==> src/include/lsq_defs.svh <==
`ifndef LSQ_DEFS_SVH
`define LSQ_DEFS_SVH

// tag width, tag 0 marks an operand that is already valid
`define LSQ_TAG_W 4

// one buffer entry per tag value
`define LSQ_ENTRIES (1 << `LSQ_TAG_W)

// data and address width
`define LSQ_DATA_W 32

// data memory depth in 32-bit words
`define LSQ_MEM_WORDS 256

// cycles from request to response
`define LSQ_MEM_LAT 2

`endif

==> src/source/lsq_pkg.sv <==
`include "lsq_defs.svh"

package lsq_pkg;

    // alu class first, then loads, then stores
    typedef enum logic [3:0] {
        NOP, ADD, SUB, AND, OR, XOR,
        LB, LBU, LH, LHU, LW,
        SB, SH, SW
    } op_e;

    typedef enum logic [1:0] {
        BYTE,
        HALF,
        WORD
    } size_e;

    typedef struct packed {
        logic                   valid;
        op_e                    op;
        logic [`LSQ_TAG_W-1:0]  dest;
        logic [`LSQ_DATA_W-1:0] imm;
        logic [`LSQ_TAG_W-1:0]  src1_tag;
        logic [`LSQ_DATA_W-1:0] src1_data;
        logic [`LSQ_TAG_W-1:0]  src2_tag;
        logic [`LSQ_DATA_W-1:0] src2_data;
    } dispatch_t;

    // one result broadcast
    typedef struct packed {
        logic                   valid;
        logic [`LSQ_TAG_W-1:0]  tag;
        logic [`LSQ_DATA_W-1:0] data;
    } cdb_t;

    typedef struct packed {
        logic                   valid;
        logic                   is_store;
        size_e                  size;
        logic                   is_unsigned;
        logic [`LSQ_TAG_W-1:0]  tag;
        logic [`LSQ_DATA_W-1:0] addr;
        logic [`LSQ_DATA_W-1:0] wdata;
    } mem_req_t;

    typedef struct packed {
        logic                   valid;
        logic                   is_store;
        logic [`LSQ_TAG_W-1:0]  tag;
        logic [`LSQ_DATA_W-1:0] data;
    } mem_resp_t;

endpackage

==> src/source/load_store_buffer.sv <==
`timescale 1ns/1ns
`include "lsq_defs.svh"

module load_store_buffer (
    input  logic                  clk,
    input  logic                  arst_n,
    input  logic                  clr,
    input  lsq_pkg::dispatch_t    disp,
    input  logic                  commit_valid,
    input  logic [`LSQ_TAG_W-1:0] commit_tag,
    input  lsq_pkg::cdb_t         cdb,
    input  logic                  lsb_busy,
    input  lsq_pkg::mem_resp_t    mem_resp,
    output lsq_pkg::mem_req_t     mem_req,
    output lsq_pkg::cdb_t         lsb_res,
    output logic                  full
);
    import lsq_pkg::*;

    // control bits, one per tag
    logic [`LSQ_ENTRIES-1:0] ent_valid;
    logic [`LSQ_ENTRIES-1:0] ent_store;
    logic [`LSQ_ENTRIES-1:0] s1_rdy;
    logic [`LSQ_ENTRIES-1:0] s2_rdy;
    logic [`LSQ_ENTRIES-1:0] committed;
    logic [`LSQ_ENTRIES-1:0] issued;
    logic                    pending;

    // entry payload
    op_e                    ent_op  [`LSQ_ENTRIES];
    logic [`LSQ_DATA_W-1:0] ent_imm [`LSQ_ENTRIES];
    logic [`LSQ_TAG_W-1:0]  s1_tag  [`LSQ_ENTRIES];
    logic [`LSQ_TAG_W-1:0]  s2_tag  [`LSQ_ENTRIES];
    logic [`LSQ_DATA_W-1:0] s1_data [`LSQ_ENTRIES];
    logic [`LSQ_DATA_W-1:0] s2_data [`LSQ_ENTRIES];

    logic                    disp_hit;
    logic                    disp_store;
    logic                    disp_s1_rdy;
    logic                    disp_s2_rdy;
    logic                    resp_hit;
    logic [`LSQ_ENTRIES-1:0] ld_cand;
    logic [`LSQ_ENTRIES-1:0] st_cand;
    logic                    issue_go;
    logic [`LSQ_TAG_W-1:0]   issue_tag;

    function automatic size_e op_size(input op_e op);
        case (op)
            LB, LBU, SB: return BYTE;
            LH, LHU, SH: return HALF;
            default:     return WORD;
        endcase
    endfunction

    assign disp_hit   = disp.valid && (disp.op inside {LB, LBU, LH, LHU, LW, SB, SH, SW});
    assign disp_store = disp.op inside {SB, SH, SW};

    // a broadcast in the dispatch cycle wakes the new operand as well
    assign disp_s1_rdy = (disp.src1_tag == '0) || (cdb.valid && cdb.tag == disp.src1_tag);
    assign disp_s2_rdy = (disp.src2_tag == '0) || (cdb.valid && cdb.tag == disp.src2_tag);

    // responses to entries flushed by clr are dropped here
    assign resp_hit = mem_resp.valid && ent_valid[mem_resp.tag] && issued[mem_resp.tag];

    assign lsb_res.valid = resp_hit && !mem_resp.is_store;
    assign lsb_res.tag   = mem_resp.tag;
    assign lsb_res.data  = mem_resp.data;

    // tag 0 is never allocated
    assign full = &ent_valid[`LSQ_ENTRIES-1:1];

    always_comb begin
        for (int i = 0; i < `LSQ_ENTRIES; i++) begin
            st_cand[i] = ent_valid[i] && ent_store[i] && committed[i]
                         && s1_rdy[i] && s2_rdy[i] && !issued[i];
            ld_cand[i] = ent_valid[i] && !ent_store[i] && s1_rdy[i] && !issued[i];
        end
    end

    // downward scans, so the lowest tag wins and committed stores go first
    always_comb begin
        issue_go  = 1'b0;
        issue_tag = '0;
        for (int i = `LSQ_ENTRIES - 1; i > 0; i--) begin
            if (ld_cand[i] && !lsb_busy) begin
                issue_go  = 1'b1;
                issue_tag = `LSQ_TAG_W'(i);
            end
        end
        for (int i = `LSQ_ENTRIES - 1; i > 0; i--) begin
            if (st_cand[i]) begin
                issue_go  = 1'b1;
                issue_tag = `LSQ_TAG_W'(i);
            end
        end
        if (pending) begin
            issue_go = 1'b0;
        end
    end

    always_ff @(posedge clk or negedge arst_n) begin
        if (!arst_n) begin
            ent_valid <= '0;
            ent_store <= '0;
            s1_rdy    <= '0;
            s2_rdy    <= '0;
            committed <= '0;
            issued    <= '0;
            pending   <= 1'b0;
            mem_req   <= '0;
        end else begin
            // pending survives clr until the in-flight access returns
            if (issue_go && !clr) begin
                pending <= 1'b1;
            end else if (mem_resp.valid) begin
                pending <= 1'b0;
            end

            if (clr) begin
                ent_valid     <= '0;
                committed     <= '0;
                issued        <= '0;
                mem_req.valid <= 1'b0;
            end else begin
                for (int i = 0; i < `LSQ_ENTRIES; i++) begin
                    if (cdb.valid && cdb.tag == s1_tag[i]) begin
                        s1_rdy[i] <= 1'b1;
                    end
                    if (cdb.valid && cdb.tag == s2_tag[i]) begin
                        s2_rdy[i] <= 1'b1;
                    end
                end
                if (commit_valid) begin
                    committed[commit_tag] <= 1'b1;
                end
                if (issue_go) begin
                    issued[issue_tag] <= 1'b1;
                end
                if (resp_hit) begin
                    ent_valid[mem_resp.tag] <= 1'b0;
                end
                if (disp_hit) begin
                    ent_valid[disp.dest] <= 1'b1;
                    ent_store[disp.dest] <= disp_store;
                    s1_rdy[disp.dest]    <= disp_s1_rdy;
                    s2_rdy[disp.dest]    <= disp_s2_rdy;
                    committed[disp.dest] <= 1'b0;
                    issued[disp.dest]    <= 1'b0;
                end
                mem_req <= '{
                    valid:       issue_go,
                    is_store:    ent_store[issue_tag],
                    size:        op_size(ent_op[issue_tag]),
                    is_unsigned: ent_op[issue_tag] inside {LBU, LHU},
                    tag:         issue_tag,
                    addr:        s1_data[issue_tag] + ent_imm[issue_tag],
                    wdata:       s2_data[issue_tag]
                };
            end
        end
    end

    always_ff @(posedge clk) begin
        for (int i = 0; i < `LSQ_ENTRIES; i++) begin
            if (!s1_rdy[i] && cdb.valid && cdb.tag == s1_tag[i]) begin
                s1_data[i] <= cdb.data;
            end
            if (!s2_rdy[i] && cdb.valid && cdb.tag == s2_tag[i]) begin
                s2_data[i] <= cdb.data;
            end
        end
        if (disp_hit) begin
            ent_op[disp.dest]  <= disp.op;
            ent_imm[disp.dest] <= disp.imm;
            s1_tag[disp.dest]  <= disp.src1_tag;
            s2_tag[disp.dest]  <= disp.src2_tag;
            s1_data[disp.dest] <= (disp.src1_tag == '0) ? disp.src1_data : cdb.data;
            s2_data[disp.dest] <= (disp.src2_tag == '0) ? disp.src2_data : cdb.data;
        end
    end

endmodule

==> config.mk <==
export PLATFORM = sky130hd
export DESIGN_NAME = load_store_buffer
export DESIGN_NICKNAME = d
export VERILOG_FILES = /design/src/source/lsq_pkg.sv /design/src/source/load_store_buffer.sv
export VERILOG_INCLUDE_DIRS = /design/src /design/src/include
export SDC_FILE = /design/constraint.sdc
export NUM_CORES = 2
export LEC_CHECK = 0
export BUFFER_PORTS_ARGS = -buffer_cell sky130_fd_sc_hd__buf_2
export CAP_MARGIN = 20
export CORE_MARGIN = 2
export CORE_UTILIZATION = 56
export DETAILED_ROUTE_END_ITERATION = 6
export PLACE_DENSITY = 0.72
export RECOVER_POWER = 25
export SYNTH_ARGS = -nofsm -noshare
export SYNTH_HDL_FRONTEND = slang
export SYNTH_SLANG_ARGS = --single-unit
export TNS_END_PERCENT = 100
==> constraint.sdc <==
create_clock -name clk -period 7.15 [get_ports clk]
set_input_delay 0.715 -clock clk [delete_from_list [all_inputs] [get_ports clk]]
set_output_delay 0.715 -clock clk [all_outputs]
set_load 0.05 [all_outputs]
==> impl_metrics.yaml <==
final_layout:
  area_delta_synth_final_pct: 10.9
  n_fill_cell: 11800
  layout_commonest_cell: "edfxtp_1"
  mostFrequentLayoutCells: "edfxtp_1 (1728), nand2_1 (1397), a21oi_1 (1142)"
  final_layout_size_suffix_gt1_share_pct: 9.23
  number_of_standard_cells_in_the_final_layout_excluding_fillers: 9902
  finalNetCount: 7918
  final_cell_area_mm2: 0.0957
worst_setup_path:
  critPathTopFamily: "compound AO/OA/AOI/OAI gates"
  regToRegStartpoint: "s1_rdy[15]"
  slowest_stage: "or4b_1"
  worst-r2r-cell-count: 26
  critical_path.startpoint: "s1_rdy[15]"
  reg2reg_slack_ns: 0.29
  worst_setup_path_start_kind: "register"
  data_arrival_time_of_the_critical_path_ns: 7.58
  timing.critical_path.fanout_max: 58
  worst_path_largest_cell_delay_ns: 0.62
  reg2reg_to: "mem_req[63]"
  worstSetupPathType: "reg -> reg"
  combined_buffer_and_inverter_count_along_the_critical_path: 2
  crit_path_end_kind: "register"
  critical_path.endpoint: "mem_req[63]"
  timing.critical_path.depth: 26
  worstPathRequired_ns: 7.87
clock_tree:
  ctsLongestPathBuffers: 3
  cts_inserted_buffers: 193
  cts_setup_buffers: 0
  tritoncts: "yes"
  cts.clk_slew.worst_paths_ns: 0.06
  cts_root_buffer: "clkbuf_16"
  worstSkewPairLatency_ns: 0.85
  cts_h_tree_depth: 4
  clock_sinks: 1897
route:
  antenna_violating_nets_post_route: 0
  met2_layer_wire_length_in_the_routed_design_mm: 127
  vias_per_cell: 6.66
  met3RoutedLength_mm: 40.0
  drc: 2
  finalWirelength_mm: 287
  drt_pre_antenna_iters: 7
  num_vias: 65900
  top_layer_used: "met5"
  wl_met1_mm: 103
  initialDrtViolationCount: 11200
  wl_per_cell_um: 29.0
placement:
  gp_congestion: 0.916
  dpl-instance-area_mm2: 0.0897
  hpwl_mm: 156
  placedCellCount: 9535
  place.port_buffers: 243
die:
  floorplan.die_area_mm2: 0.157
  die_width_um: 396
  die_h_um: 396
  placement_rows: 144
  start_util_pct: 56.2
  design.portCount: 308
  coreArea_mm2: 0.154
run_status:
  failed_checks: "DRC, capacitance limit, slew limit"
  result_of_the_run: "finished, violations left"
global_route:
  largest_net_degree_at_the_start_of_global_routing: 130
  global_route_wire_length_before_repair_mm: 412
  globalRouteTotalUtil_pct: 35.9
  grt_overflow: 0
  grt_antenna_before_repair: 18
  grt_pass1_vias: 62000
power_and_ir_drop:
  intPower_mw: 18.8
  combPwrFrac_pct: 12.0
  share_seq_of_total_power_pct: 49.8
  switchingPower_mw: 6.86
  power_density_mw_per_mm2: 268
  share_clk_of_total_power_pct: 38.2
  switching_part_of_the_total_power_pct: 26.8
  p_leak_nw: 35.5
  vdd_ir_drop_max_v: 0.000255
yosys:
  ys_dominant_reg_cell: "edfxtp_1"
  synthDistinctLibCells: 81
  synth_async_sr_flop_share_pct: 8.91
  net_count_of_the_mapped_netlist: 7952
  synth_enable_flop_cells: 1728
  postSynthRegisterBits: 1897
  synthesis_warnings: 0
  synth_sequential_area_ratio_pct: 65.1
  syn_inst: 7723
  syn_avg_cell_area_um2: 11.2
  mappedNetlistArea_mm2: 0.0862
timing:
  tns_ns: 0
  fmaxAchievable_mhz: 146
  finClkSkew_ns: 0.0334
  unrepaired_setup_endpoints_after_global_routing: "false"
  final_critical_path_required_period_ns: 6.86
  finalSetupViolations: 0
  timing.final.crit_share_pct: 95.9
  hold_ws_ns: 0.159
  maxSlewViolCount: 183
  worst-slew-pin-transition_ns: 3.23
  max_slew_margin_pct: -115
  finalHoldViolCount: 0
hold_path:
  hold_class: "in -> reg"
flow_run:
  cap_viol_max_count: 5
## cell usage after synthesis (16+ instances only)
master	number	share of area [%]
xnor2_1	49	0.50
nor3_1	87	0.50
buf_1	39	0.17
a311oi_1	48	0.49
mux2i_1	219	2.5
nor2_1	662	2.9
ha_1	31	0.45
buf_2	82	0.48
o31ai_1	20	0.17
and3_1	385	2.8
clkbuf_1	519	2.3
buf_4	58	0.50
inv_1	39	0.17
o21ai_1	36	0.21
nand3_1	87	0.50
a211oi_1	146	1.3
or3_1	16	0.12
dfrtp_1	169	4.9
xor2_1	114	1.2
nand2_1	1399	6.1
nand3b_1	16	0.14
nor4_1	41	0.30
a31oi_1	218	1.6
o21ai_0	102	0.59
o22ai_1	102	0.74
a21oi_1	1142	6.6
edfxtp_1	1728	60
## logic make-up after synthesis
kind of cell    Yosys count  share of synthesized area, %
simple gates           2755                          13.9
compound gates         1907                          12.6
flops                  1897                          65.1
buf+inv                 738                          3.59
mux                     231                          2.71
xor+xnor                163                          1.66
fa+ha+maj                32                         0.473
## flip-flops by register name, indices dropped and copies added (netlist names)
| signal | count |
|---|---|
| s2_rdy | 16 |
| ent_store | 16 |
| committed | 15 |
| pending | 1 |
| s2_tag | 64 |
| ent_valid | 16 |
| ent_op | 64 |
| s2_data | 512 |
| s1_rdy | 16 |
| mem_req | 73 |
| ent_imm | 512 |
| issued | 16 |
| s1_tag | 64 |
| s1_data | 512 |
## how the worst min path moves through the flow
stage,start,to,slack (ns),depth (start not counted)
floorplan,arst_n,committed[10],0.42,0
global placement,mem_req[37],mem_req[37],0.46,2
detailed placement,mem_req[34],mem_req[34],0.47,2
CTS,arst_n,mem_req[67],0.07,1
global route,mem_resp[37],pending,0.15,2
finish,mem_resp[37],pending,0.16,2
## metal layers
metal	vias up	track usage, %
met3	958	8.86
met4	26	18.7
li1	28200	-
met2	4969	53.8
met1	31800	48.7
met5	-	0
## worst register-to-register path, stage by stage, from the launching register on
cell,delay (ns)
dfrtp_1,0.47
nand3b_1,0.19
or3_1,0.41
o211ai_2,0.23
a211oi_2,0.13
or4b_1,0.62
a31oi_4,0.25
buf_12,0.29
buf_12,0.31
nand2_1,0.13
and3_1,0.17
a31oi_1,0.17
o22ai_1,0.10
nor2_1,0.20
ha_1,0.28
a211oi_1,0.23
o21bai_1,0.16
a31o_2,0.30
a41o_1,0.34
o21a_1,0.26
o41ai_2,0.32
o311ai_0,0.24
a21oi_1,0.31
o21ai_0,0.11
o21ai_0,0.13
xnor2_1,0.11
mux2_2,0.28
## per-stage QoR
step | power [mW] | util (%) | worst slack (ns)
3_3_place_gp | 15.9 | 58.3 | -0.135
3_5_place_dp | 16.0 | 58.5 | -0.149
2_1_floorplan | 14.8 | - | 0.619
6_report | 25.6 | 62.3 | 0.291
5_1_grt | 26.3 | 62.3 | 0.0117
4_1_cts | 25.6 | 62.4 | 0.125
## final cells by class
class                      instances  area [um^2]  area share [%]
sequential                      1897        56100            58.7
multi-input combinational       5088        27500            28.7
clock buffer                     259         5330            5.57
timing repair buffer             470         3220            3.37
tap                             2044         2560            2.67
clock inverter                   101          703           0.735
inverter                          39          259           0.271
antenna                            4         10.0          0.0105
## power groups by stage
stage	Clock (mW)	Combinational, mW	Sequential [mW]
floorplan	0	1.58	13.2
global placement	0	2.96	13.0
detailed placement	0	3.03	13.0
CTS	9.78	3.04	12.8
global route	10.2	3.28	12.8
finish	9.78	3.09	12.8
## timing repair
action                                  4_1_cts  5_1_grt
hold buffers                                  0        1
gates resized for setup                       0        8
endpoints found under the hold margin         0       47
endpoints found under the setup margin        0        3
Power figures use the tool's default switching activity.
