[src/include/lsq_defs.svh]
`ifndef LSQ_DEFS_SVH
`define LSQ_DEFS_SVH

// tag width, tag 0 marks an operand that is already valid
`define LSQ_TAG_W 4

// one buffer entry per tag value
`define LSQ_ENTRIES (1 << `LSQ_TAG_W)

// data and address width
`define LSQ_DATA_W 32

// data memory depth in 32-bit words
`define LSQ_MEM_WORDS 256

// cycles from request to response
`define LSQ_MEM_LAT 2

`endif

[src/source/lsq_pkg.sv]
`include "lsq_defs.svh"

package lsq_pkg;

    // alu class first, then loads, then stores
    typedef enum logic [3:0] {
        NOP, ADD, SUB, AND, OR, XOR,
        LB, LBU, LH, LHU, LW,
        SB, SH, SW
    } op_e;

    typedef enum logic [1:0] {
        BYTE,
        HALF,
        WORD
    } size_e;

    typedef struct packed {
        logic                   valid;
        op_e                    op;
        logic [`LSQ_TAG_W-1:0]  dest;
        logic [`LSQ_DATA_W-1:0] imm;
        logic [`LSQ_TAG_W-1:0]  src1_tag;
        logic [`LSQ_DATA_W-1:0] src1_data;
        logic [`LSQ_TAG_W-1:0]  src2_tag;
        logic [`LSQ_DATA_W-1:0] src2_data;
    } dispatch_t;

    // one result broadcast
    typedef struct packed {
        logic                   valid;
        logic [`LSQ_TAG_W-1:0]  tag;
        logic [`LSQ_DATA_W-1:0] data;
    } cdb_t;

    typedef struct packed {
        logic                   valid;
        logic                   is_store;
        size_e                  size;
        logic                   is_unsigned;
        logic [`LSQ_TAG_W-1:0]  tag;
        logic [`LSQ_DATA_W-1:0] addr;
        logic [`LSQ_DATA_W-1:0] wdata;
    } mem_req_t;

    typedef struct packed {
        logic                   valid;
        logic                   is_store;
        logic [`LSQ_TAG_W-1:0]  tag;
        logic [`LSQ_DATA_W-1:0] data;
    } mem_resp_t;

endpackage

[src/source/cdb_arbiter.sv]
`timescale 1ns/1ns

module cdb_arbiter (
    input  logic          clk,
    input  logic          arst_n,
    input  logic          clr,
    input  lsq_pkg::cdb_t alu_res,
    input  lsq_pkg::cdb_t lsb_res,
    output lsq_pkg::cdb_t cdb,
    output logic          alu_busy,
    output logic          lsb_busy
);
    import lsq_pkg::*;

    cdb_t alu_hold;
    cdb_t lsb_hold;
    // alu wins the next contested cycle
    logic prio_alu;
    logic grant_alu;
    logic grant_lsb;

    assign alu_busy = alu_hold.valid;
    assign lsb_busy = lsb_hold.valid;

    assign grant_alu = alu_hold.valid && (!lsb_hold.valid || prio_alu);
    assign grant_lsb = lsb_hold.valid && !grant_alu;

    // an empty lsb hold carries valid low, so it doubles as the idle value
    assign cdb = grant_alu ? alu_hold : lsb_hold;

    always_ff @(posedge clk or negedge arst_n) begin
        if (!arst_n) begin
            alu_hold <= '0;
            lsb_hold <= '0;
            prio_alu <= 1'b1;
        end else if (clr) begin
            alu_hold.valid <= 1'b0;
            lsb_hold.valid <= 1'b0;
        end else begin
            // sources only send into an empty hold
            if (alu_res.valid) begin
                alu_hold <= alu_res;
            end else if (grant_alu) begin
                alu_hold.valid <= 1'b0;
            end
            if (lsb_res.valid) begin
                lsb_hold <= lsb_res;
            end else if (grant_lsb) begin
                lsb_hold.valid <= 1'b0;
            end
            if (alu_hold.valid && lsb_hold.valid) begin
                prio_alu <= ~prio_alu;
            end
        end
    end

endmodule

[config.mk]
export PLATFORM = sky130hd
export DESIGN_NAME = cdb_arbiter
export DESIGN_NICKNAME = d
export VERILOG_FILES = /design/src/source/lsq_pkg.sv /design/src/source/cdb_arbiter.sv
export VERILOG_INCLUDE_DIRS = /design/src /design/src/include
export SDC_FILE = /design/constraint.sdc
export NUM_CORES = 1
export LEC_CHECK = 0
export CAP_MARGIN = 20
export CORE_UTILIZATION = 56
export CTS_CLUSTER_SIZE = 14
export DETAILED_ROUTE_END_ITERATION = 10
export DONT_BUFFER_PORTS = 1
export PLACE_DENSITY = 0.74
export SYNTH_ARGS = -nofsm -noshare
export SYNTH_HDL_FRONTEND = slang
export SYNTH_SLANG_ARGS = --single-unit
[constraint.sdc]
create_clock -name clk -period 1.5 [get_ports clk]
set_input_delay 0.3 -clock clk [delete_from_list [all_inputs] [get_ports clk]]
set_output_delay 0.3 -clock clk [all_outputs]
set_load 0.01 [all_outputs]
==> results.toml, run 1 <==
[route]
drc = 0
wl_mm = 5.923
via_per_inst = 5.712
vias = 1668
ant_nets = 0
wl_per_cell_um = 20.28
drt_iter0_drc = 77
dr.pass1.iters = 3

[place]
io_buffers = 0
gp_congestion = 0.6973
dp.cells = 275
post-dp-hpwl_mm = 4.134

[final_layout]
final_cell_count_no_fill = 292
drive_gt1_share_pct = 62.73
synthToLayoutAreaGrowth_pct = 14.80
fin_nets = 292
final_util_pct = 67.36
n_fill_cell = 400
antennaDiodeCount = 0

[sta]
tightest_slew_ns = 0.2382
finalCritPeriodShare_pct = 120.5
hold_slack_ns = -0.3427
max_freq_mhz = 553.1
setup_viol = 36
layout_min_cycle_time_ns = 1.808
rsz0062_at_grt = "true"
slew_headroom_pct = 84.12
finalHoldViolations = 75
setup_tns_ns = -10.17
fin_ws_ns = -0.3081
skew_ns = 0.0001553
maxSlewViolCount = 0

[min_path]
hold_path_class = "in2async"

[global_route]
grt_max_degree = 76
grt_pass1_wl_mm = 9.404
met1_usage_pct = 23.58
grt.overflow.total = 0
grt_use_met3_pct = 7.791
grt_pass1_vias = 1869
track_usage_pct = 20.95
busiest_layer = "met2"
antenna_found_initial = 0
grt.met2_usage_pct = 35.00

[yosys]
synth.distinct_cells = 15
synth_nets = 284
synth_area_um2 = 3271
synth_common_cells = "106 x mux2_2, 74 x dfrtp_1, 5 x buf_4"
netlist_top_cells_area = "dfrtp_1 57%, mux2_2 36%, buf_8 1.4%"
synth_area_per_cell_um2 = 15.80
netlist.area_leader.share_pct = 56.62
synth_area_leader_cell = "dfrtp_1"
yosys_warnings = 0
synth_seq_cells = 75
ys.flop_type = "dfrtp_1"
synth_edf_count = 0
syn_inst = 207
ys_seq_area_share_pct = 57.42
yosysMostFrequentCell = "mux2_2"
async_flop_share_pct = 100.0

[power]
cellInternalPower_mw = 3.952
power_switching_mw = 1.225
p_seq_share_pct = 48.4
comb_power_share_pct = 18.7
vdd_drop_max_v = 0.001009
clkPwrFrac_pct = 33.0
sw_frac_of_total_pct = 23.67
power.leakage_nw = 1.687
powerDensity_nw_per_um2 = 1379
fin_total_pwr_mw = 5.178

[die]
core_region_area_um2 = 5574
io_pins = 116
dieArea_um2 = 6150
rows = 27
start_util_pct = 58.68
dieWidth_um = 78.42
dieHeight_um = 78.42

[job]
max_cap_viol_count = 0

[clock_network]
htree_levels = 3
path_clk_slew_ns = 0.07
clk_path_buf_depth = 2
root_buffer = "clkbuf_8"
numCtsBuffers = 9
cts_sinks = 75
clk_latency_ns = 0.32
tritoncts = "done"

[setup_path]
critPathCaptureType = "primary output"
required_ns = 1.20
worst_r2r_path_depth = 4
arrival_ns = 1.51
critPathKind = "reg2out"
cp-start-kind = "register"
worst-path-max-fanout = 20

[outcome]
status = "finished with violations"
violations = "negative hold slack, negative setup slack"
## state kept, by name, indices dropped and copies added (netlist names)
name,cells
alu_hold,36
lsb_hold,36
prio_alu,1
lsb_busy,1
alu_busy,1
## worst paths after layout
kind | startpoint | to | slack (ns)
max | lsb_busy | cdb[33] | -0.31
min | arst_n | lsb_hold[19] | -0.34
max reg2reg | prio_alu | alu_busy | 0.44
min reg2reg | alu_hold[18] | alu_hold[18] | 0.51
max in group asynchronous | arst_n | prio_alu | 1.63
min in group clk | clr | lsb_busy | 0.03
## per-stage QoR
step | instance area, um2 | setup WS, ns
after floorplan | 3385 | -0.05311
after global placement | 3495 | 0.02355
after detailed placement | 3495 | -0.002023
after CTS | 3755 | -0.3252
after global routing | 3755 | -0.3675
final | 3755 | -0.3081
## kinds of logic (layout without fill, tap and decap cells)
| kind of cell | after synthesis | after routing | share of synthesized area, % |
|---|---|---|---|
| multiplexers | 108 | 108 | 37.18 |
| AND/OR/NAND/NOR | 7 | 7 | 1.033 |
| AO/OA/AOI/OAI | 3 | 3 | 0.8800 |
| XOR/XNOR | 1 | 1 | 0.2678 |
| flip-flops | 75 | 75 | 57.42 |
| buffers and inverters | 13 | 26 | 3.213 |
## area by class of cell
class                      instances  area, um2  share of cell area, %
sequential                        75       1879                  50.05
clock inverter                     4      72.57                  1.933
inverter                           2      7.507                 0.1999
multi-input combinational        119       1440                  38.35
timing repair buffer               8      110.1                  2.932
clock buffer                      12      155.1                  4.132
tap                               72      90.09                  2.399
## layer usage
| metal | wire length (um) | up-vias |
|---|---|---|
| met5 | 0 | - |
| met4 | 63 | 0 |
| met3 | 477 | 6 |
| met2 | 3067 | 68 |
| met1 | 2315 | 844 |
| li1 | - | 750 |
## power by group through the flow
stage / logic [mW] / registers, mW / clock network [mW]
finish: 0.966 / 2.51 / 1.71
global route: 1.03 / 2.54 / 1.83
CTS: 0.978 / 2.51 / 1.76
detailed placement: 0.929 / 2.55 / 0
global placement: 0.898 / 2.52 / 0
floorplan: 0.816 / 2.49 / 0
## critical path, cell delays in order (launching register included)
cell	delay, ns
dfrtp_2	0.37
inv_2	0.04
o21ai_4	0.18
buf_12	0.23
mux2_4	0.35
## layout by cell type (no fill, tap or decap)
cell type   count
or2_4           1
clkinv_2        1
buf_4           4
nand2_1         1
o21ai_4         1
dfrtp_2         1
dfrtp_1        73
buf_12          4
dfstp_2         1
nor2b_4         2
inv_1           1
a31oi_1         2
clkbuf_8       11
xnor2_1         1
nor2_1          3
clkinvlp_4      1
bufinv_16       2
clkbuf_1        1
mux2_2         72
mux2_4         36
inv_2           1
## what timing repair did
item | CTS | global route
gates resized for setup | 7 | 0
endpoints found under the setup margin | 37 | 36
buffers inserted | 1 | 0
hold endpoints to repair | 75 | 75
Note: power is estimated with default switching activity, not from simulation.
==> run 2: changes to the inputs <==
--- a/config.mk
+++ b/config.mk
@@ -7,11 +7,13 @@
 export NUM_CORES = 1
 export LEC_CHECK = 0
 export CAP_MARGIN = 20
-export CORE_UTILIZATION = 56
+export CELL_PAD_IN_SITES_DETAIL_PLACEMENT = 0
+export CELL_PAD_IN_SITES_GLOBAL_PLACEMENT = 2
+export CORE_UTILIZATION = 38
 export CTS_CLUSTER_SIZE = 14
 export DETAILED_ROUTE_END_ITERATION = 10
 export DONT_BUFFER_PORTS = 1
-export PLACE_DENSITY = 0.74
+export PLACE_DENSITY_LB_ADDON = 0.1
 export SYNTH_ARGS = -nofsm -noshare
 export SYNTH_HDL_FRONTEND = slang
 export SYNTH_SLANG_ARGS = --single-unit
==> run 2 against run 1 <==
  * The flow still finishes with violations (negative hold slack, negative setup slack)
  * Hold slack worse by 0.011 ns
  * First-iteration DRC count down 66%
  * Register-to-register slack worse by 0.11 ns
  * Die area is 46% higher
  * Clock power down 25%
  * Via count is 4.3% higher
  * Total power down 7.3%
  * Utilization fell by 21 points
  * Global-route usage fell by 5.4 points
  * Largest cell class unchanged
==> results.toml, run 2 (synthesis results as in run 1) <==
[power]
power.leakage_nw = 1.685
vdd_drop_max_v = 0.0005536
powerDensity_nw_per_um2 = 1262

[setup_path]
critPathCaptureType = "primary output"
path_cells = "o21ai_4 > buf_12 > buf_12 > mux2_4"
slowest_delay_ns = 0.57
arrival_ns = 1.60
critPathKind = "reg2out"
cpMostUsedCell = "buf_12"
cp-start-kind = "register"
worst-path-max-fanout = 16
critPathLaunch = "prio_alu"
required_ns = 1.20
cpMaxStageDelayCell = "dfstp_2"
worstReg2RegStart = "prio_alu"

[final_layout]
reg_top3 = "alu_hold (36), lsb_hold (36)"
final_cell_mix = "77 x mux2_2, 73 x dfrtp_1, 31 x mux2_4"
layout_commonest_cell = "mux2_2"
antennaDiodeCount = 0
synthToLayoutAreaGrowth_pct = 16.34
drive_gt1_share_pct = 62.72
fin_nets = 300

[die]
start_util_pct = 39.61
dieWidth_um = 94.78
dieArea_um2 = 8982
dieHeight_um = 94.78
rows = 33
core_region_area_um2 = 8258
io_pins = 116

[global_route]
grt_pass1_wl_mm = 10.09
antenna_found_initial = 0
grt_max_degree = 76
grt.overflow.total = 0
track_usage_pct = 15.52
grt_pass1_vias = 1883

[route]
ant_nets = 0
dr.pass1.iters = 3
wl_mm = 6.710
vias = 1739
via_per_inst = 5.222
drc = 0
wl_per_cell_um = 20.15
drt_iter0_drc = 26

[clock_network]
tritoncts = "done"
root_buffer = "clkbuf_8"
path_clk_slew_ns = 0.08
htree_levels = 3
clk_latency_ns = 0.33
clk_path_buf_depth = 2
numCtsBuffers = 9
cts_sinks = 75

[sta]
slew_headroom_pct = 88.05
hold_slack_ns = -0.3534
finalHoldViolations = 75
max_freq_mhz = 527.5
maxSlewViolCount = 0
layout_min_cycle_time_ns = 1.896
fin_ws_ns = -0.3956
tightest_slew_ns = 0.1792
skew_ns = 0.003723
setup_tns_ns = -13.52
setup_viol = 36
finalCritPeriodShare_pct = 126.4
rsz0062_at_grt = "true"

[job]
max_cap_viol_count = 0

[outcome]
status = "finished with violations"
violations = "negative hold slack, negative setup slack"

[min_path]
hold_path_class = "in2async"

[place]
post-place-ws_ns = -0.04712
gp_congestion = 0.7061
post-dp-hpwl_mm = 4.592
io_buffers = 0
-- run 2: cell count changes in the layout (fill, tap and decap cells not counted) --
cell,delta
mux2_4,-5
bufinv_16,-2
clkbuf_8,-2
clkbuf_1,+2
clkinv_2,+3
clkinvlp_4,-1
buf_4,+4
dlygate4sd3_1,+1
mux2_2,+5
buf_12,+3
-- run 2: final timing paths --
| kind | end | cells after the start | slack, ns |
|---|---|---|---|
| worst min-delay path | lsb_hold[18] | 0 | -0.35 |
| worst max register to register | alu_busy | 5 | 0.33 |
| worst max-delay path | cdb[20] | 4 | -0.40 |
| worst min register to register | alu_hold[20] | 1 | 0.50 |
| max in group asynchronous | prio_alu | 0 | 1.64 |
| min in group clk | lsb_busy | 1 | 0.02 |
-- run 2: through the flow --
step	total power, mW	utilization [%]	instances	instance area, um2
6_report	4.801	46.08	333	3805
5_1_grt	5.077	46.08	333	3805
4_1_cts	4.851	45.91	331	3791
3_5_place_dp	3.499	43.15	310	3563
3_3_place_gp	3.443	43.15	310	3563
2_1_floorplan	3.310	-	207	3385
-- run 2: area by class of cell --
cell class	instances	area, um2
multi-input cells	119	1421
repair buffers	16	210.2
well taps	105	131.4
inverters	2	7.507
clock inverters	4	20.02
fillers	733	4453
flip-flops and latches	75	1879
clock buffers	12	135.1
-- run 2: worst max-delay path: cells and delay by family, from the launching register on --
family,cells,cell delay (ns)
AO/OA/AOI/OAI,1,0.07
multiplexers,1,0.33
flip-flops,1,0.57
buffers and inverters,2,0.30
-- run 2: report_power, final --
part           internal (mW)  total [mW]  leakage (nW)  switching [mW]
Sequential              2.34        2.50         0.880           0.163
Clock                  0.591        1.28        0.0839           0.689
Combinational          0.624        1.02         0.721           0.397
-- run 2: what timing repair did --
action                                  4_1_cts  5_1_grt
cloned                                        1        0
resized for setup                             2        4
endpoints found under the setup margin       37       37
pin swaps                                     1        0
endpoints found under the hold margin        75       76
setup buffers                                 4        2
-- run 2: layer usage --
layer  vias to the layer above  share of wire (%)  GRT usage [%]
met2                        61                 53          26.32
met1                       895                 39          17.62
met4                         0                1.1          4.798
met3                         8                6.8          6.683
met5                         -                  0              0
li1                        775                  -              -
==> run 3: changes to the inputs <==
==> constraint.sdc (replaced) <==
create_clock -name clk -period 1.5 [get_ports clk]
set_input_delay 0.3 -clock clk [delete_from_list [all_inputs] [get_ports clk]]
set_output_delay 0.3 -clock clk [all_outputs]
set_load 0.005 [all_outputs]
==> run 3 against run 2 <==
  * The flow still finishes with violations (negative hold slack, negative setup slack)
  * Sequential cell count stayed put
  * Utilization down 0.82 points
  * Combinational power decreased by 14%
  * Clock-buffer cell count is the same
  * Setup slack gained 0.053 ns
  * First-iteration DRC count stayed put
  * Fmax up 2.9%
  * Die area is the same
  * Sequential power hardly changed
==> results.toml, run 3 (synthesis results as in run 1) <==
[outcome]
status = "finished with violations"
violations = "negative hold slack, negative setup slack"

[setup_path]
critPathLaunch = "prio_alu"
worst-path-max-fanout = 20
required_ns = 1.20
critPathCaptureType = "primary output"
critPathKind = "reg2out"
cp-start-kind = "register"
arrival_ns = 1.54
worstReg2RegStart = "prio_alu"

[job]
max_cap_viol_count = 0

[final_layout]
final_util_pct = 45.26
drive_gt1_share_pct = 61.71
final_cell_mix = "77 x mux2_2, 74 x dfrtp_1, 31 x mux2_4"
reg_top3 = "alu_hold (36), lsb_hold (36)"
synthToLayoutAreaGrowth_pct = 14.27
fin_nets = 295
antennaDiodeCount = 0
post-route-cell-area_um2 = 3737
layout_commonest_cell = "mux2_2"
n_fill_cell = 733

[sta]
finalHoldViolations = 75
max_freq_mhz = 542.8
tightest_slew_ns = 0.2365
setup_viol = 36
maxSlewViolCount = 0
rsz0062_at_grt = "true"
fin_ws_ns = -0.3423
layout_min_cycle_time_ns = 1.842
skew_ns = 0.0006314
slew_headroom_pct = 84.23
hold_slack_ns = -0.3370
finalCritPeriodShare_pct = 122.8

[power]
powerDensity_nw_per_um2 = 1252
vdd_drop_max_v = 0.0006625
clkPwrFrac_pct = 27.8
comb_power_share_pct = 18.7
cellInternalPower_mw = 3.542
fin_total_pwr_mw = 4.679
power_switching_mw = 1.137
sw_frac_of_total_pct = 24.29
p_seq_share_pct = 53.6
power.leakage_nw = 1.651

[die]
dieArea_um2 = 8982
dieHeight_um = 94.78
core_region_area_um2 = 8258
rows = 33
start_util_pct = 39.61
dieWidth_um = 94.78
io_pins = 116

[route]
wl_mm = 6.415
vias = 1682
drc = 0
drt_iter0_drc = 26
ant_nets = 0
wl_per_cell_um = 19.62
dr.pass1.iters = 3
via_per_inst = 5.144

[global_route]
grt_max_degree = 76
track_usage_pct = 15.21
antenna_found_initial = 0
grt_pass1_wl_mm = 10.06
grt.overflow.total = 0
grt_pass1_vias = 1991

[clock_network]
htree_levels = 3
tritoncts = "done"
clk_latency_ns = 0.33
root_buffer = "clkbuf_8"
numCtsBuffers = 9
cts_sinks = 75
clk_path_buf_depth = 2
path_clk_slew_ns = 0.07

[min_path]
hold_path_class = "in2async"

[place]
io_buffers = 0
postPlaceCellArea_um2 = 3535
gp_congestion = 0.7138
post-dp-hpwl_mm = 4.417
-- run 3: cell types whose count changed in the layout (fill, tap and decap cells not counted), sizes merged --
| cell | delta |
|---|---|
| buf | -5 |
| clkinv | -1 |
-- run 3: per-layer routing --
layer	track usage [%]	up-vias	wire, um
met5	0	-	0
met4	4.545	0	46
met3	7.246	8	548
met2	26.08	74	3322
met1	16.64	846	2497
li1	-	754	-
-- run 3: cell type report --
type	count	area, um2	share of cell area [%]
timing repair buffer	11	138.9	3.716
sequential	75	1878	50.25
clock buffer	12	145.1	3.883
inverter	2	7.507	0.2009
clock inverter	3	15.01	0.4017
tap	105	131.4	3.515
multi-input combinational	119	1421	38.03
-- run 3: power by group through the flow --
stage	clock network [mW]	logic (mW)	registers, mW
CTS	1.38	0.856	2.51
global route	1.46	0.948	2.55
finish	1.30	0.875	2.51
detailed placement	0	0.849	2.55
global placement	0	0.825	2.53
floorplan	0	0.735	2.49
-- run 3: path summary, 6_finish.rpt --
path | endpoint | slack (ns) | depth (start not counted)
worst max-delay path | cdb[34] | -0.34 | 3
worst min-delay path | lsb_hold[18] | -0.34 | 0
worst max register to register | alu_busy | 0.44 | 4
worst min register to register | lsb_hold[14] | 0.51 | 1
max in group asynchronous | prio_alu | 1.63 | 0
min in group clk | alu_busy | 0.11 | 2
-- run 3: per-stage QoR --
step | hold slack (ns) | std cells | worst slack (ns) | TNS, ns
6_report | -0.3370 | 327 | -0.3423 | -10.47
4_1_cts | -0.3697 | 324 | -0.3792 | -11.72
2_1_floorplan | 0.004409 | 207 | -0.04912 | -1.474
3_3_place_gp | 0.006352 | 308 | 0.004626 | 0
3_5_place_dp | 0.005974 | 308 | -0.009931 | -0.03470
5_1_grt | -0.3806 | 327 | -0.4191 | -13.12
-- run 3: critical path, stage by stage, from the launching register on --
cell	delay (ns)
dfstp_2	0.39
o21ai_4	0.22
buf_12	0.23
mux2_2	0.37
-- run 3: what timing repair did --
action / 4_1_cts / 5_1_grt
endpoints found under the hold margin: 75 / 77
buffers inserted: 1 / 2
resized for setup: 1 / 2
endpoints found under the setup margin: 37 / 37
