### src/include/lsq_defs.svh
`ifndef LSQ_DEFS_SVH
`define LSQ_DEFS_SVH

// tag width, tag 0 marks an operand that is already valid
`define LSQ_TAG_W 4

// one buffer entry per tag value
`define LSQ_ENTRIES (1 << `LSQ_TAG_W)

// data and address width
`define LSQ_DATA_W 32

// data memory depth in 32-bit words
`define LSQ_MEM_WORDS 256

// cycles from request to response
`define LSQ_MEM_LAT 2

`endif

### src/source/lsq_pkg.sv
`include "lsq_defs.svh"

package lsq_pkg;

    // alu class first, then loads, then stores
    typedef enum logic [3:0] {
        NOP, ADD, SUB, AND, OR, XOR,
        LB, LBU, LH, LHU, LW,
        SB, SH, SW
    } op_e;

    typedef enum logic [1:0] {
        BYTE,
        HALF,
        WORD
    } size_e;

    typedef struct packed {
        logic                   valid;
        op_e                    op;
        logic [`LSQ_TAG_W-1:0]  dest;
        logic [`LSQ_DATA_W-1:0] imm;
        logic [`LSQ_TAG_W-1:0]  src1_tag;
        logic [`LSQ_DATA_W-1:0] src1_data;
        logic [`LSQ_TAG_W-1:0]  src2_tag;
        logic [`LSQ_DATA_W-1:0] src2_data;
    } dispatch_t;

    // one result broadcast
    typedef struct packed {
        logic                   valid;
        logic [`LSQ_TAG_W-1:0]  tag;
        logic [`LSQ_DATA_W-1:0] data;
    } cdb_t;

    typedef struct packed {
        logic                   valid;
        logic                   is_store;
        size_e                  size;
        logic                   is_unsigned;
        logic [`LSQ_TAG_W-1:0]  tag;
        logic [`LSQ_DATA_W-1:0] addr;
        logic [`LSQ_DATA_W-1:0] wdata;
    } mem_req_t;

    typedef struct packed {
        logic                   valid;
        logic                   is_store;
        logic [`LSQ_TAG_W-1:0]  tag;
        logic [`LSQ_DATA_W-1:0] data;
    } mem_resp_t;

endpackage

### src/source/alu_unit.sv
`timescale 1ns/1ns
`include "lsq_defs.svh"

module alu_unit (
    input  logic               clk,
    input  logic               arst_n,
    input  logic               clr,
    input  lsq_pkg::dispatch_t disp,
    input  lsq_pkg::cdb_t      cdb,
    input  logic               alu_busy,
    output lsq_pkg::cdb_t      alu_res,
    output logic               alu_full
);
    import lsq_pkg::*;

    logic [1:0] ent_valid;
    logic [1:0] s1_rdy;
    logic [1:0] s2_rdy;
    // slot holding the older entry
    logic       older;

    op_e                    ent_op   [2];
    logic [`LSQ_TAG_W-1:0]  ent_dest [2];
    logic [`LSQ_TAG_W-1:0]  s1_tag   [2];
    logic [`LSQ_TAG_W-1:0]  s2_tag   [2];
    logic [`LSQ_DATA_W-1:0] s1_data  [2];
    logic [`LSQ_DATA_W-1:0] s2_data  [2];

    logic                   disp_hit;
    logic                   disp_slot;
    logic [1:0]             ready;
    logic                   issue_go;
    logic                   issue_slot;
    logic [`LSQ_DATA_W-1:0] result;

    assign disp_hit  = disp.valid && (disp.op inside {ADD, SUB, AND, OR, XOR});
    // first free slot
    assign disp_slot = ent_valid[0];
    assign alu_full  = &ent_valid;

    assign ready = ent_valid & s1_rdy & s2_rdy;
    // the hold register must capture the last result before a new one appears
    assign issue_go   = (|ready) && !alu_busy && !alu_res.valid;
    assign issue_slot = (&ready) ? older : ready[1];

    always_comb begin
        case (ent_op[issue_slot])
            ADD:     result = s1_data[issue_slot] + s2_data[issue_slot];
            SUB:     result = s1_data[issue_slot] - s2_data[issue_slot];
            AND:     result = s1_data[issue_slot] & s2_data[issue_slot];
            OR:      result = s1_data[issue_slot] | s2_data[issue_slot];
            XOR:     result = s1_data[issue_slot] ^ s2_data[issue_slot];
            default: result = '0;
        endcase
    end

    always_ff @(posedge clk or negedge arst_n) begin
        if (!arst_n) begin
            ent_valid <= '0;
            s1_rdy    <= '0;
            s2_rdy    <= '0;
            older     <= 1'b0;
            alu_res   <= '0;
        end else if (clr) begin
            ent_valid     <= '0;
            alu_res.valid <= 1'b0;
        end else begin
            for (int k = 0; k < 2; k++) begin
                if (cdb.valid && cdb.tag == s1_tag[k]) begin
                    s1_rdy[k] <= 1'b1;
                end
                if (cdb.valid && cdb.tag == s2_tag[k]) begin
                    s2_rdy[k] <= 1'b1;
                end
            end
            if (issue_go) begin
                ent_valid[issue_slot] <= 1'b0;
            end
            if (disp_hit) begin
                ent_valid[disp_slot] <= 1'b1;
                s1_rdy[disp_slot]    <= (disp.src1_tag == '0)
                                        || (cdb.valid && cdb.tag == disp.src1_tag);
                s2_rdy[disp_slot]    <= (disp.src2_tag == '0)
                                        || (cdb.valid && cdb.tag == disp.src2_tag);
                // whatever sits in the other slot is older
                older                <= ~disp_slot;
            end
            alu_res <= '{valid: issue_go, tag: ent_dest[issue_slot], data: result};
        end
    end

    always_ff @(posedge clk) begin
        for (int k = 0; k < 2; k++) begin
            if (!s1_rdy[k] && cdb.valid && cdb.tag == s1_tag[k]) begin
                s1_data[k] <= cdb.data;
            end
            if (!s2_rdy[k] && cdb.valid && cdb.tag == s2_tag[k]) begin
                s2_data[k] <= cdb.data;
            end
        end
        if (disp_hit) begin
            ent_op[disp_slot]   <= disp.op;
            ent_dest[disp_slot] <= disp.dest;
            s1_tag[disp_slot]   <= disp.src1_tag;
            s2_tag[disp_slot]   <= disp.src2_tag;
            s1_data[disp_slot]  <= (disp.src1_tag == '0) ? disp.src1_data : cdb.data;
            s2_data[disp_slot]  <= (disp.src2_tag == '0) ? disp.src2_data : cdb.data;
        end
    end

endmodule

### config.mk
export PLATFORM = sky130hd
export DESIGN_NAME = alu_unit
export DESIGN_NICKNAME = d
export VERILOG_FILES = /design/src/source/lsq_pkg.sv /design/src/source/alu_unit.sv
export VERILOG_INCLUDE_DIRS = /design/src /design/src/include
export SDC_FILE = /design/constraint.sdc
export NUM_CORES = 1
export LEC_CHECK = 0
export BUFFER_PORTS_ARGS = -buffer_cell sky130_fd_sc_hd__buf_2
export CORE_ASPECT_RATIO = 0.75
export CORE_MARGIN = 2
export CORE_UTILIZATION = 45
export DETAILED_ROUTE_END_ITERATION = 8
export PLACE_DENSITY_LB_ADDON = 0.08
export SLEW_MARGIN = 20
export SYNTH_ARGS = -nofsm -noshare
export SYNTH_HDL_FRONTEND = slang
export SYNTH_SLANG_ARGS = --single-unit
export TNS_END_PERCENT = 20
### constraint.sdc
create_clock -name clk -period 6.4 [get_ports clk]
set_input_delay 0.64 -clock clk [delete_from_list [all_inputs] [get_ports clk]]
set_output_delay 0.64 -clock clk [all_outputs]
set_load 0.01 [all_outputs]
==> results by stage, run 1 <==
Clocking:
- The H-tree depth is 1.
- TritonCTS built the clock tree.
- Counting every sink on the clock net gives 204.
- The later pin in the worst-skew pair is clocked with a latency of 520 ps.
- CTS placed an instance of clkbuf_16 at the clock tree root.
- The clock-pin transition on the worst setup and hold timing paths is 60 ps.
- In this run, post-CTS repair resized a total of 0 instances.
- The number of hold buffers added after CTS was 0.
- No sink is reached through more buffers than the 3 on the longest clock path.
- The post-CTS repair timing setup buffer count is 0.
- The CTS buffer count is 22.

Timing:
- The final count of negative-setup-slack endpoints is 0.
- For the pin with the worst max-slew slack, the measured transition is 1052 ps.
- The worst slew margin relative to its limit is 0.2984.
- Setup repair after global routing left no endpoint under its margin.
- The post-route minimum period is 5357 ps.
- The part of the cycle the worst path needs is 0.8370.
- The timing-limited maximum frequency is 186.7 MHz.
- The worst clock skew is 10.11 ps.
- The number of slew-limit violations in the final report is 0.
- The total negative slack for setup checks is 0 ps.
- The number of endpoints with negative hold slack in the final report is 0.

Cells and area:
- Relative to the synthesized area, the layout overhead comes to 15.30%.
- Counting the fill cells in the layout gives 2,625.
- In the final layout, the share of cells above drive strength 1 is 0.2680.
- The final cell utilization of the core is 0.5244.
- 0 antenna diodes ended up in the layout.
- The final net count is 1,579.

Worst setup path:
- Together, buffers and inverters on the worst path number 0.
- The most repeated library cell on the critical path is a221oi_1.
- The setup path with the least slack is of type reg2reg.
- The kind of start point of the critical path is a register.
- At the worst endpoint, the arrival time is 5720 ps.
- The top fanout value on the critical path is 6.
- Walking the worst path, the cells encountered are or4_4, or4_1, mux2_4, nor2_1, nand2_1, o31ai_1, xnor2_1, ha_1, a21oi_1, o21ai_0, nor4_1, a211oi_1, a221oi_1, a221oi_1, a221oi_1, xnor2_1, o221ai_1.
- In this design, the stage delay of the slowest critical-path cell is 590 ps.
- The worst-path cell with the longest stage delay is a221oi_1.
- The dominant delay contributor by cell family on the critical path is compound AO/OA/AOI/OAI gates.
- The kind of capture point of the worst setup path is a register.
- The most critical setup path has its startpoint at s2_data[1][2]$_DFFE_PP_.
- STA puts the critical path data required time at 6760 ps.
- The start of the worst register-to-register path is s2_data[1][2]$_DFFE_PP_.

Die:
- The initial standard-cell utilization of the core is 0.4548.
- The number of cell rows is 54.
- The die outline height is 152.2 um.
- The core footprint is 28,990 um2.
- The die outline area is 30,700 um2.
- The width of the die is 201.6 um.
- 192 I/O pins were placed.

Flow run:
- The max-capacitance violation count is 0.

Detailed routing:
- The wire length after detailed routing is 35.35 mm.
- The count of vias placed by the detailed router is 9,781.
- The routed length per instance is 20.33 um.
- For this block, the initial DRC count from the detailed router was 663.
- After detailed routing, the wire length on met1 is 18.00 mm.
- The DRC violations left is 0.
- Signal routing reaches up to met4.
- After detailed routing, the met2 layer carries 15.19 mm of wire.
- Once detail routing completed, the nets flagged for antenna violations numbered 0.
- In the routed layout, each cell is associated on average with a via count of 5.624.
- Wire segments on met3 add up to 1.642 mm in the final route.
- The first detailed-routing pass ran for 5 iterations.

Placement:
- Once detailed placement completed, the half-perimeter wirelength came to 25.50 mm.
- Routability-driven placement finished with a final weighted congestion of 0.9005.
- The number of I/O port buffers is 159.

Yosys:
- In the post-synthesis netlist, the biggest area contributors are edfxtp_1 (36%), mux2_2 (11%), ha_1 (8.8%), dfrtp_1 (8.4%), mux2i_1 (5.4%).
- The area share of the largest cell type after synthesis is 0.3644.
- The number of storage elements in the synthesis netlist is 204.
- The commonest cells after synthesis are edfxtp_1 (160), mux2_2 (128), ha_1 (93), mux2i_1 (71), inv_1 (70).
- The per-instance average area after synthesis is 11.13 um2.
- The total nets after synthesis is 1,433.
- In this run the cell area of the synthesized design comes to 13,180 um2.
- Among all cell types in the netlist, the one instantiated most often is edfxtp_1.
- The number of unique standard cell types used by synthesis is 63.
- The post-synthesis async set-or-reset flop share is 0.2157.
- The most instantiated flip-flop cell in the synthesis netlist is edfxtp_1.
- The count of synthesis-stage warnings from yosys is 0.
- In this run, synthesis inferred 160 flip-flops with an integrated enable.
- The cell type with the largest total area after synthesis is edfxtp_1.
- The post-synthesis cell count is 1,185.
- For this run, the register share of the synthesized area comes to 0.4479.

Status:
- The run finished with clean final reports.

Power and ir drop:
- Summing internal, switching and leakage power gives 3.376 mW.
- Power spread over the standard cell area amounts to 222.1 nW/um2.
- The worst-case IR drop observed on VDD is 0.0001809 V.
- The standby leakage power is 6.588 nW.

Worst hold path:
- The class of the tightest hold or removal check is in2async.

Global route:
- The initial antenna violation count is 0.
- The total overflow left after global routing is 0.
- The total routing resource utilization after global routing is 0.2286.
- The maximum number of pins on one net before global-route repair is 56.
- The number of global-route vias before repair is 9,556.
- The first global-routing pass estimated 55.10 mm of wire.
## routing by layer
layer  vias up  track usage
li1       4695            -
met1      4808       0.3468
met2       250       0.3521
met3        28      0.03293
met4         0      0.03746
met5         -            0
## kinds of logic after synthesis
logic type	Yosys count	share of synthesized area
simple gates	240	0.08807
compound gates	236	0.1164
flops	204	0.4479
mux	200	0.1644
buf+inv	127	0.03701
fa+ha+maj	94	0.08978
xor+xnor	84	0.05637
## worst paths after layout
path | slack, ps | cells after the start | endpoint
max | 1040 | 17 | alu_res[31]$_DFFE_PN0N_
min reg2reg | 480 | 2 | alu_res[8]$_DFFE_PN0N_
min | 230 | 2 | alu_res[32]$_DFFE_PN0N_
min in group clk | 320 | 1 | ent_dest[1][0]$_DFFE_PP_
max in group asynchronous | 5720 | 2 | alu_res[22]$_DFFE_PN0N_
max reg2reg | 1040 | 17 | alu_res[31]$_DFFE_PN0N_
## state kept, by name (all words and copies together) (netlist names)
signal and flops:
ent_op 8, alu_res 37, ent_dest 8, s2_data 64, ent_valid 2, s2_tag 8, older 1, s1_data 64
s2_rdy 2, s1_rdy 2, s1_tag 8
## power breakdown
part	switching, mW	internal (mW)	leakage [nW]
Clock	0.531	0.785	0.362
Combinational	0.304	0.215	4.18
Sequential	0.0400	1.50	2.05
## metrics by stage
stage	instances	hold slack (ps)	area, um2	setup WS, ps
6_report	1739	232.9	15200	1043
5_1_grt	1739	271.7	15200	577.6
4_1_cts	1739	247.2	15200	1127
3_5_place_dp	1699	469.2	14460	1148
3_3_place_gp	1699	461.2	14460	1176
2_1_floorplan	1185	344.4	13180	1674
## worst reg2reg max path: stages (launching register included)
cell	delay, ps
edfxtp_1	420
or4_4	560
or4_1	400
mux2_4	360
nor2_1	330
nand2_1	190
o31ai_1	310
xnor2_1	110
ha_1	360
a21oi_1	170
o21ai_0	180
nor4_1	270
a211oi_1	90
a221oi_1	590
a221oi_1	210
a221oi_1	380
xnor2_1	160
o221ai_1	130
## layout make-up
| type | count | area, um2 | share of cell area |
|---|---|---|---|
| inverter | 70 | 262.8 | 0.01729 |
| sequential | 204 | 5906 | 0.3885 |
| clock inverter | 8 | 95.09 | 0.006256 |
| tap | 392 | 490.5 | 0.03227 |
| clock buffer | 32 | 649.4 | 0.04272 |
| multi-input combinational | 854 | 6852 | 0.4507 |
| timing repair buffer | 179 | 945.9 | 0.06223 |
## cell usage in the layout (no fill, tap or decap), drive strengths merged, types with 61 or more instances in the layout
cell type  synthesis  final
nor2              69     69
o21ai             69     69
mux2             129    129
mux2i             71     71
edfxtp           160    160
nand2             67     67
a21oi             61     61
ha                93     93
buf               23    179
inv               70     70
No activity file was read; power rests on OpenSTA's default activity.
==> inputs of run 2 (changes only) <==
--- a/config.mk
+++ b/config.mk
@@ -6,6 +6,7 @@
 export SDC_FILE = /design/constraint.sdc
 export NUM_CORES = 1
 export LEC_CHECK = 0
+export ABC_AREA = 1
 export BUFFER_PORTS_ARGS = -buffer_cell sky130_fd_sc_hd__buf_2
 export CORE_ASPECT_RATIO = 0.75
 export CORE_MARGIN = 2
==> constraint.sdc (replaced) <==
create_clock -name clk -period 5.2 [get_ports clk]
set_input_delay 0.52 -clock clk [delete_from_list [all_inputs] [get_ports clk]]
set_output_delay 0.52 -clock clk [all_outputs]
set_load 0.01 [all_outputs]
==> results by stage, run 2 <==
Status:
- The run finished with clean final reports.

Cells and area:
- The signed area change from the synthesized netlist to the final layout is 13.97%.
- The repair_antennas step left the layout with diodes totalling 0.
- The library cell used most frequently in the layout, excluding fill and tap cells, is nand2_1.
- For this run, the share of the core covered by cells in the final layout is 0.5176.
- In the final layout, the share of cells above drive strength 1 is 0.1575.
- In the final layout, the registers with the most flip-flops are s1_data (64), s2_data (64), alu_res (37).
- Leaving out fill and tap cells, the most frequent cells in the layout are nand2_1 (521), o21ai_0 (278), inv_1 (169).
- The final layout contains 2,167 nets.
- The count of cells in the finished layout, fillers not included, comes to 2,343.

Power and ir drop:
- The sequential power share is 0.439.
- The net load switching power is 1.258 mW.
- Cell internal power was estimated by the tool at 3.072 mW.
- The analysis attributes to cell leakage a power of 7.233 nW.
- The power share of the combinational group is 0.188.
- The switching share of power is 0.2905.
- Of the total power, the clock network draws 0.373.
- The power per unit of standard cell area is 268.9 nW/um2.
- The worst-case IR drop observed on VDD is 0.0002400 V.
- The post-route total power is 4.330 mW.

Yosys:
- The count of synthesis-stage warnings from yosys is 0.
- The share of synthesized area in the top cell type comes to 0.3401.
- The cell type with the largest total area after synthesis is edfxtp_1.
- The proportion of synthesized chip area in sequential cells is 0.4180.
- The commonest cells after synthesis are nand2_1 (521), o21ai_0 (282), inv_1 (170), edfxtp_1 (160), nor2_1 (99).
- The total nets after synthesis is 2,039.
- In this run, synthesis inferred 160 flip-flops with an integrated enable.
- After synthesis, the mean cell area works out to 7.889 um2.
- The number of unique standard cell types used by synthesis is 55.
- By area the synthesized netlist is led by edfxtp_1 (34%), nand2_1 (14%), o21ai_0 (10%), ha_1 (8.2%), dfrtp_1 (7.8%).
- The cell area after technology mapping is 14,130 um2.
- The post-synthesis cell count is 1,791.
- nand2_1 is the most common cell in the netlist.
- The post-synthesis async set-or-reset flop share is 0.2157.
- The most instantiated flip-flop cell in the synthesis netlist is edfxtp_1.
- Counting flops and latches in the post-synthesis netlist gives 204.

Die:
- For this configuration, the core starts out at a cell density of 0.4542.
- The die covers 32,840 um2.
- The initialized floorplan defines 56 standard-cell rows.
- For this design the top-level I/O count stands at 192.
- The die outline height is 157.5 um.
- In this run the standard cell core region covers 31,110 um2.
- The width of the die is 208.6 um.

Timing:
- The routed design could run at a clock period as short as 4667 ps.
- The clock arrives with 10.88 ps of skew.
- The worst slew margin relative to its limit is 0.3451.
- Setup violations remaining at the end of the flow were counted as 0.
- The setup slack of the critical path after layout is 532.9 ps.
- Adding up every negative setup slack in the final design gives 0 ps.
- The number of endpoints with negative hold slack in the final report is 0.
- Static timing analysis puts the maximum clock frequency at 214.3 MHz.
- For the pin with the worst max-slew slack, the measured transition is 972.1 ps.
- The number of slew-limit violations in the final report is 0.
- Setup repair after global routing left no endpoint under its margin.
- Of the available clock period, the critical path in the final layout requires 0.8975.

Worst hold path:
- The class of the tightest hold or removal check is in2async.

Clocking:
- Gates resized during post-CTS repair numbered 0.
- The TritonCTS clock tree is yes.
- The CTS buffer count is 24.
- Clock-pin slew was measured on the worst setup and hold paths at 60 ps.
- The post-CTS repair timing setup buffer count is 0.
- The number of buffers on the longest clock path is 3.
- Hold repair after CTS inserted 0 buffers.
- The H-tree depth is 1.
- The clock drives 204 sinks.
- The tree is rooted in a clkbuf_16.
- Clock latency on the worst-skew pair, taken at its later pin, is 530 ps.

Placement:
- The routability congestion estimate from global placement is 0.9066.
- The detailed placer's ending HPWL is 29.60 mm.
- The number of placed instances, taps included, is 2,298.
- At the placement stage, the worst setup path has a slack of 566.5 ps.
- The number of I/O port buffers is 159.

Worst setup path:
- Data on the critical path arrives at its endpoint at 5090 ps.
- The worst register-to-register path has a depth of 23.
- The kind of capture point of the worst setup path is a register.
- Of all nets on the critical path, the largest fanout is 29.
- The worst setup path is launched from a register.
- The start-to-end type of the worst setup path is reg2reg.
- At the worst endpoint, the required time is 5620 ps.

Detailed routing:
- For this block, the initial DRC count from the detailed router was 945.
- The post-detailed-route count of antenna-violating nets is 0.
- For this run, design rule violations remaining after detail routing come to 0.
- The per-cell via count in the routed design is 5.362.
- The count of vias placed by the detailed router is 12.56k.
- Summed over all layers, the routed wires come to 41.22 mm.
- The routed length per instance is 17.59 um.
- The number of detailed-route iterations in the first pass is 7.

Flow run:
- The max-capacitance violation count is 0.

Global route:
- For this run the aggregate overflow at the end of global routing stands at 0.
- The first-pass GRT wire length is 65.31 mm.
- The total routing resource utilization after global routing is 0.2543.
- The initial antenna violation count is 0.
- Entering global routing, the biggest net connects 99 pins.
- The number of global-route vias before repair was 12.07k.
## run 2: changes by cell type after synthesis, sizes merged, moves of 14 or more
cell,delta
mux2,-129
inv,+104
nand2,+463
mux2i,-71
xnor2,-43
o21ai,+239
nor3,-14
nand3,+38
clkbuf,+26
nor2,+34
or2,+40
## run 2: area by class of cell
| class | instances | area (um2) |
|---|---|---|
| repair buffers | 187 | 1039 |
| inverters | 174 | 654.4 |
| fillers | 3075 | 15010 |
| flip-flops and latches | 204 | 5906 |
| clock inverters | 13 | 92.59 |
| clock buffers | 31 | 648.1 |
| well taps | 406 | 508.0 |
| multi-input cells | 1328 | 7256 |
## run 2: path summary, 6_finish.rpt
check                                              from                       end  slack [ps]
worst max-delay path              s2_rdy[1]$_DFFE_PN0N_   alu_res[20]$_DFFE_PN0N_         530
worst min-delay path                             arst_n   alu_res[33]$_DFFE_PN0N_         100
min in group clk                              disp[107]  ent_dest[0][3]$_DFFE_PP_         190
worst min register to register  alu_res[18]$_DFFE_PN0N_   alu_res[18]$_DFFE_PN0N_         470
max in group asynchronous                        arst_n   alu_res[22]$_DFFE_PN0N_        4640
worst max register to register    s2_rdy[1]$_DFFE_PN0N_   alu_res[20]$_DFFE_PN0N_         530
## run 2: worst max-delay path: stages (launching register included)
cell	delay [ps]
dfrtp_1	380
inv_1	120
nor2_8	290
nand2_4	260
inv_2	370
nand2_1	120
nand2_1	90
nor2_2	50
nand3_1	80
buf_4	310
nand2_1	110
xor2_1	160
ha_1	340
a21oi_1	210
o21ai_0	140
a21oi_1	210
o21bai_1	180
a21boi_0	360
o21ai_0	150
or2_2	290
nand3_1	140
nand2_1	70
nand2_1	60
nand2_1	50
## run 2: metal layers
metal / vias up / wire length (um) / part of all wire / global-route usage
li1: 6256 / - / - / -
met1: 5864 / 19330 / 0.47 / 0.3571
met2: 376 / 18310 / 0.44 / 0.4085
met3: 66 / 2278 / 0.055 / 0.03432
met4: 0 / 1300 / 0.032 / 0.08265
met5: - / 0 / 0 / 0
## run 2: cells by family (layout without fill, tap and decap cells)
family / Yosys count / count (layout) / synth area share
AO/OA/AOI/OAI: 426 / 426 / 0.1682
AND/OR/NAND/NOR: 757 / 757 / 0.2247
flip-flops: 204 / 204 / 0.4180
adder cells (fa/ha/maj): 94 / 94 / 0.08378
XOR/XNOR: 51 / 51 / 0.03161
buffers and inverters: 259 / 405 / 0.07377
## run 2: stage by stage
stage          hold WS (ps)  instance area (um2)
3_3_place_gp          460.7                15330
5_1_grt               140.8                16100
3_5_place_dp          459.4                15330
6_report              98.65                16100
2_1_floorplan         224.4                14130
4_1_cts               110.3                16070
## run 2: power groups by stage
| stage | Sequential [mW] | Clock, mW | Combinational [mW] |
|---|---|---|---|
| floorplan | 1.94 | 0 | 0.518 |
| global placement | 1.93 | 0 | 0.792 |
| detailed placement | 1.93 | 0 | 0.805 |
| CTS | 1.90 | 1.64 | 0.810 |
| global route | 1.91 | 1.71 | 0.925 |
| finish | 1.90 | 1.61 | 0.815 |
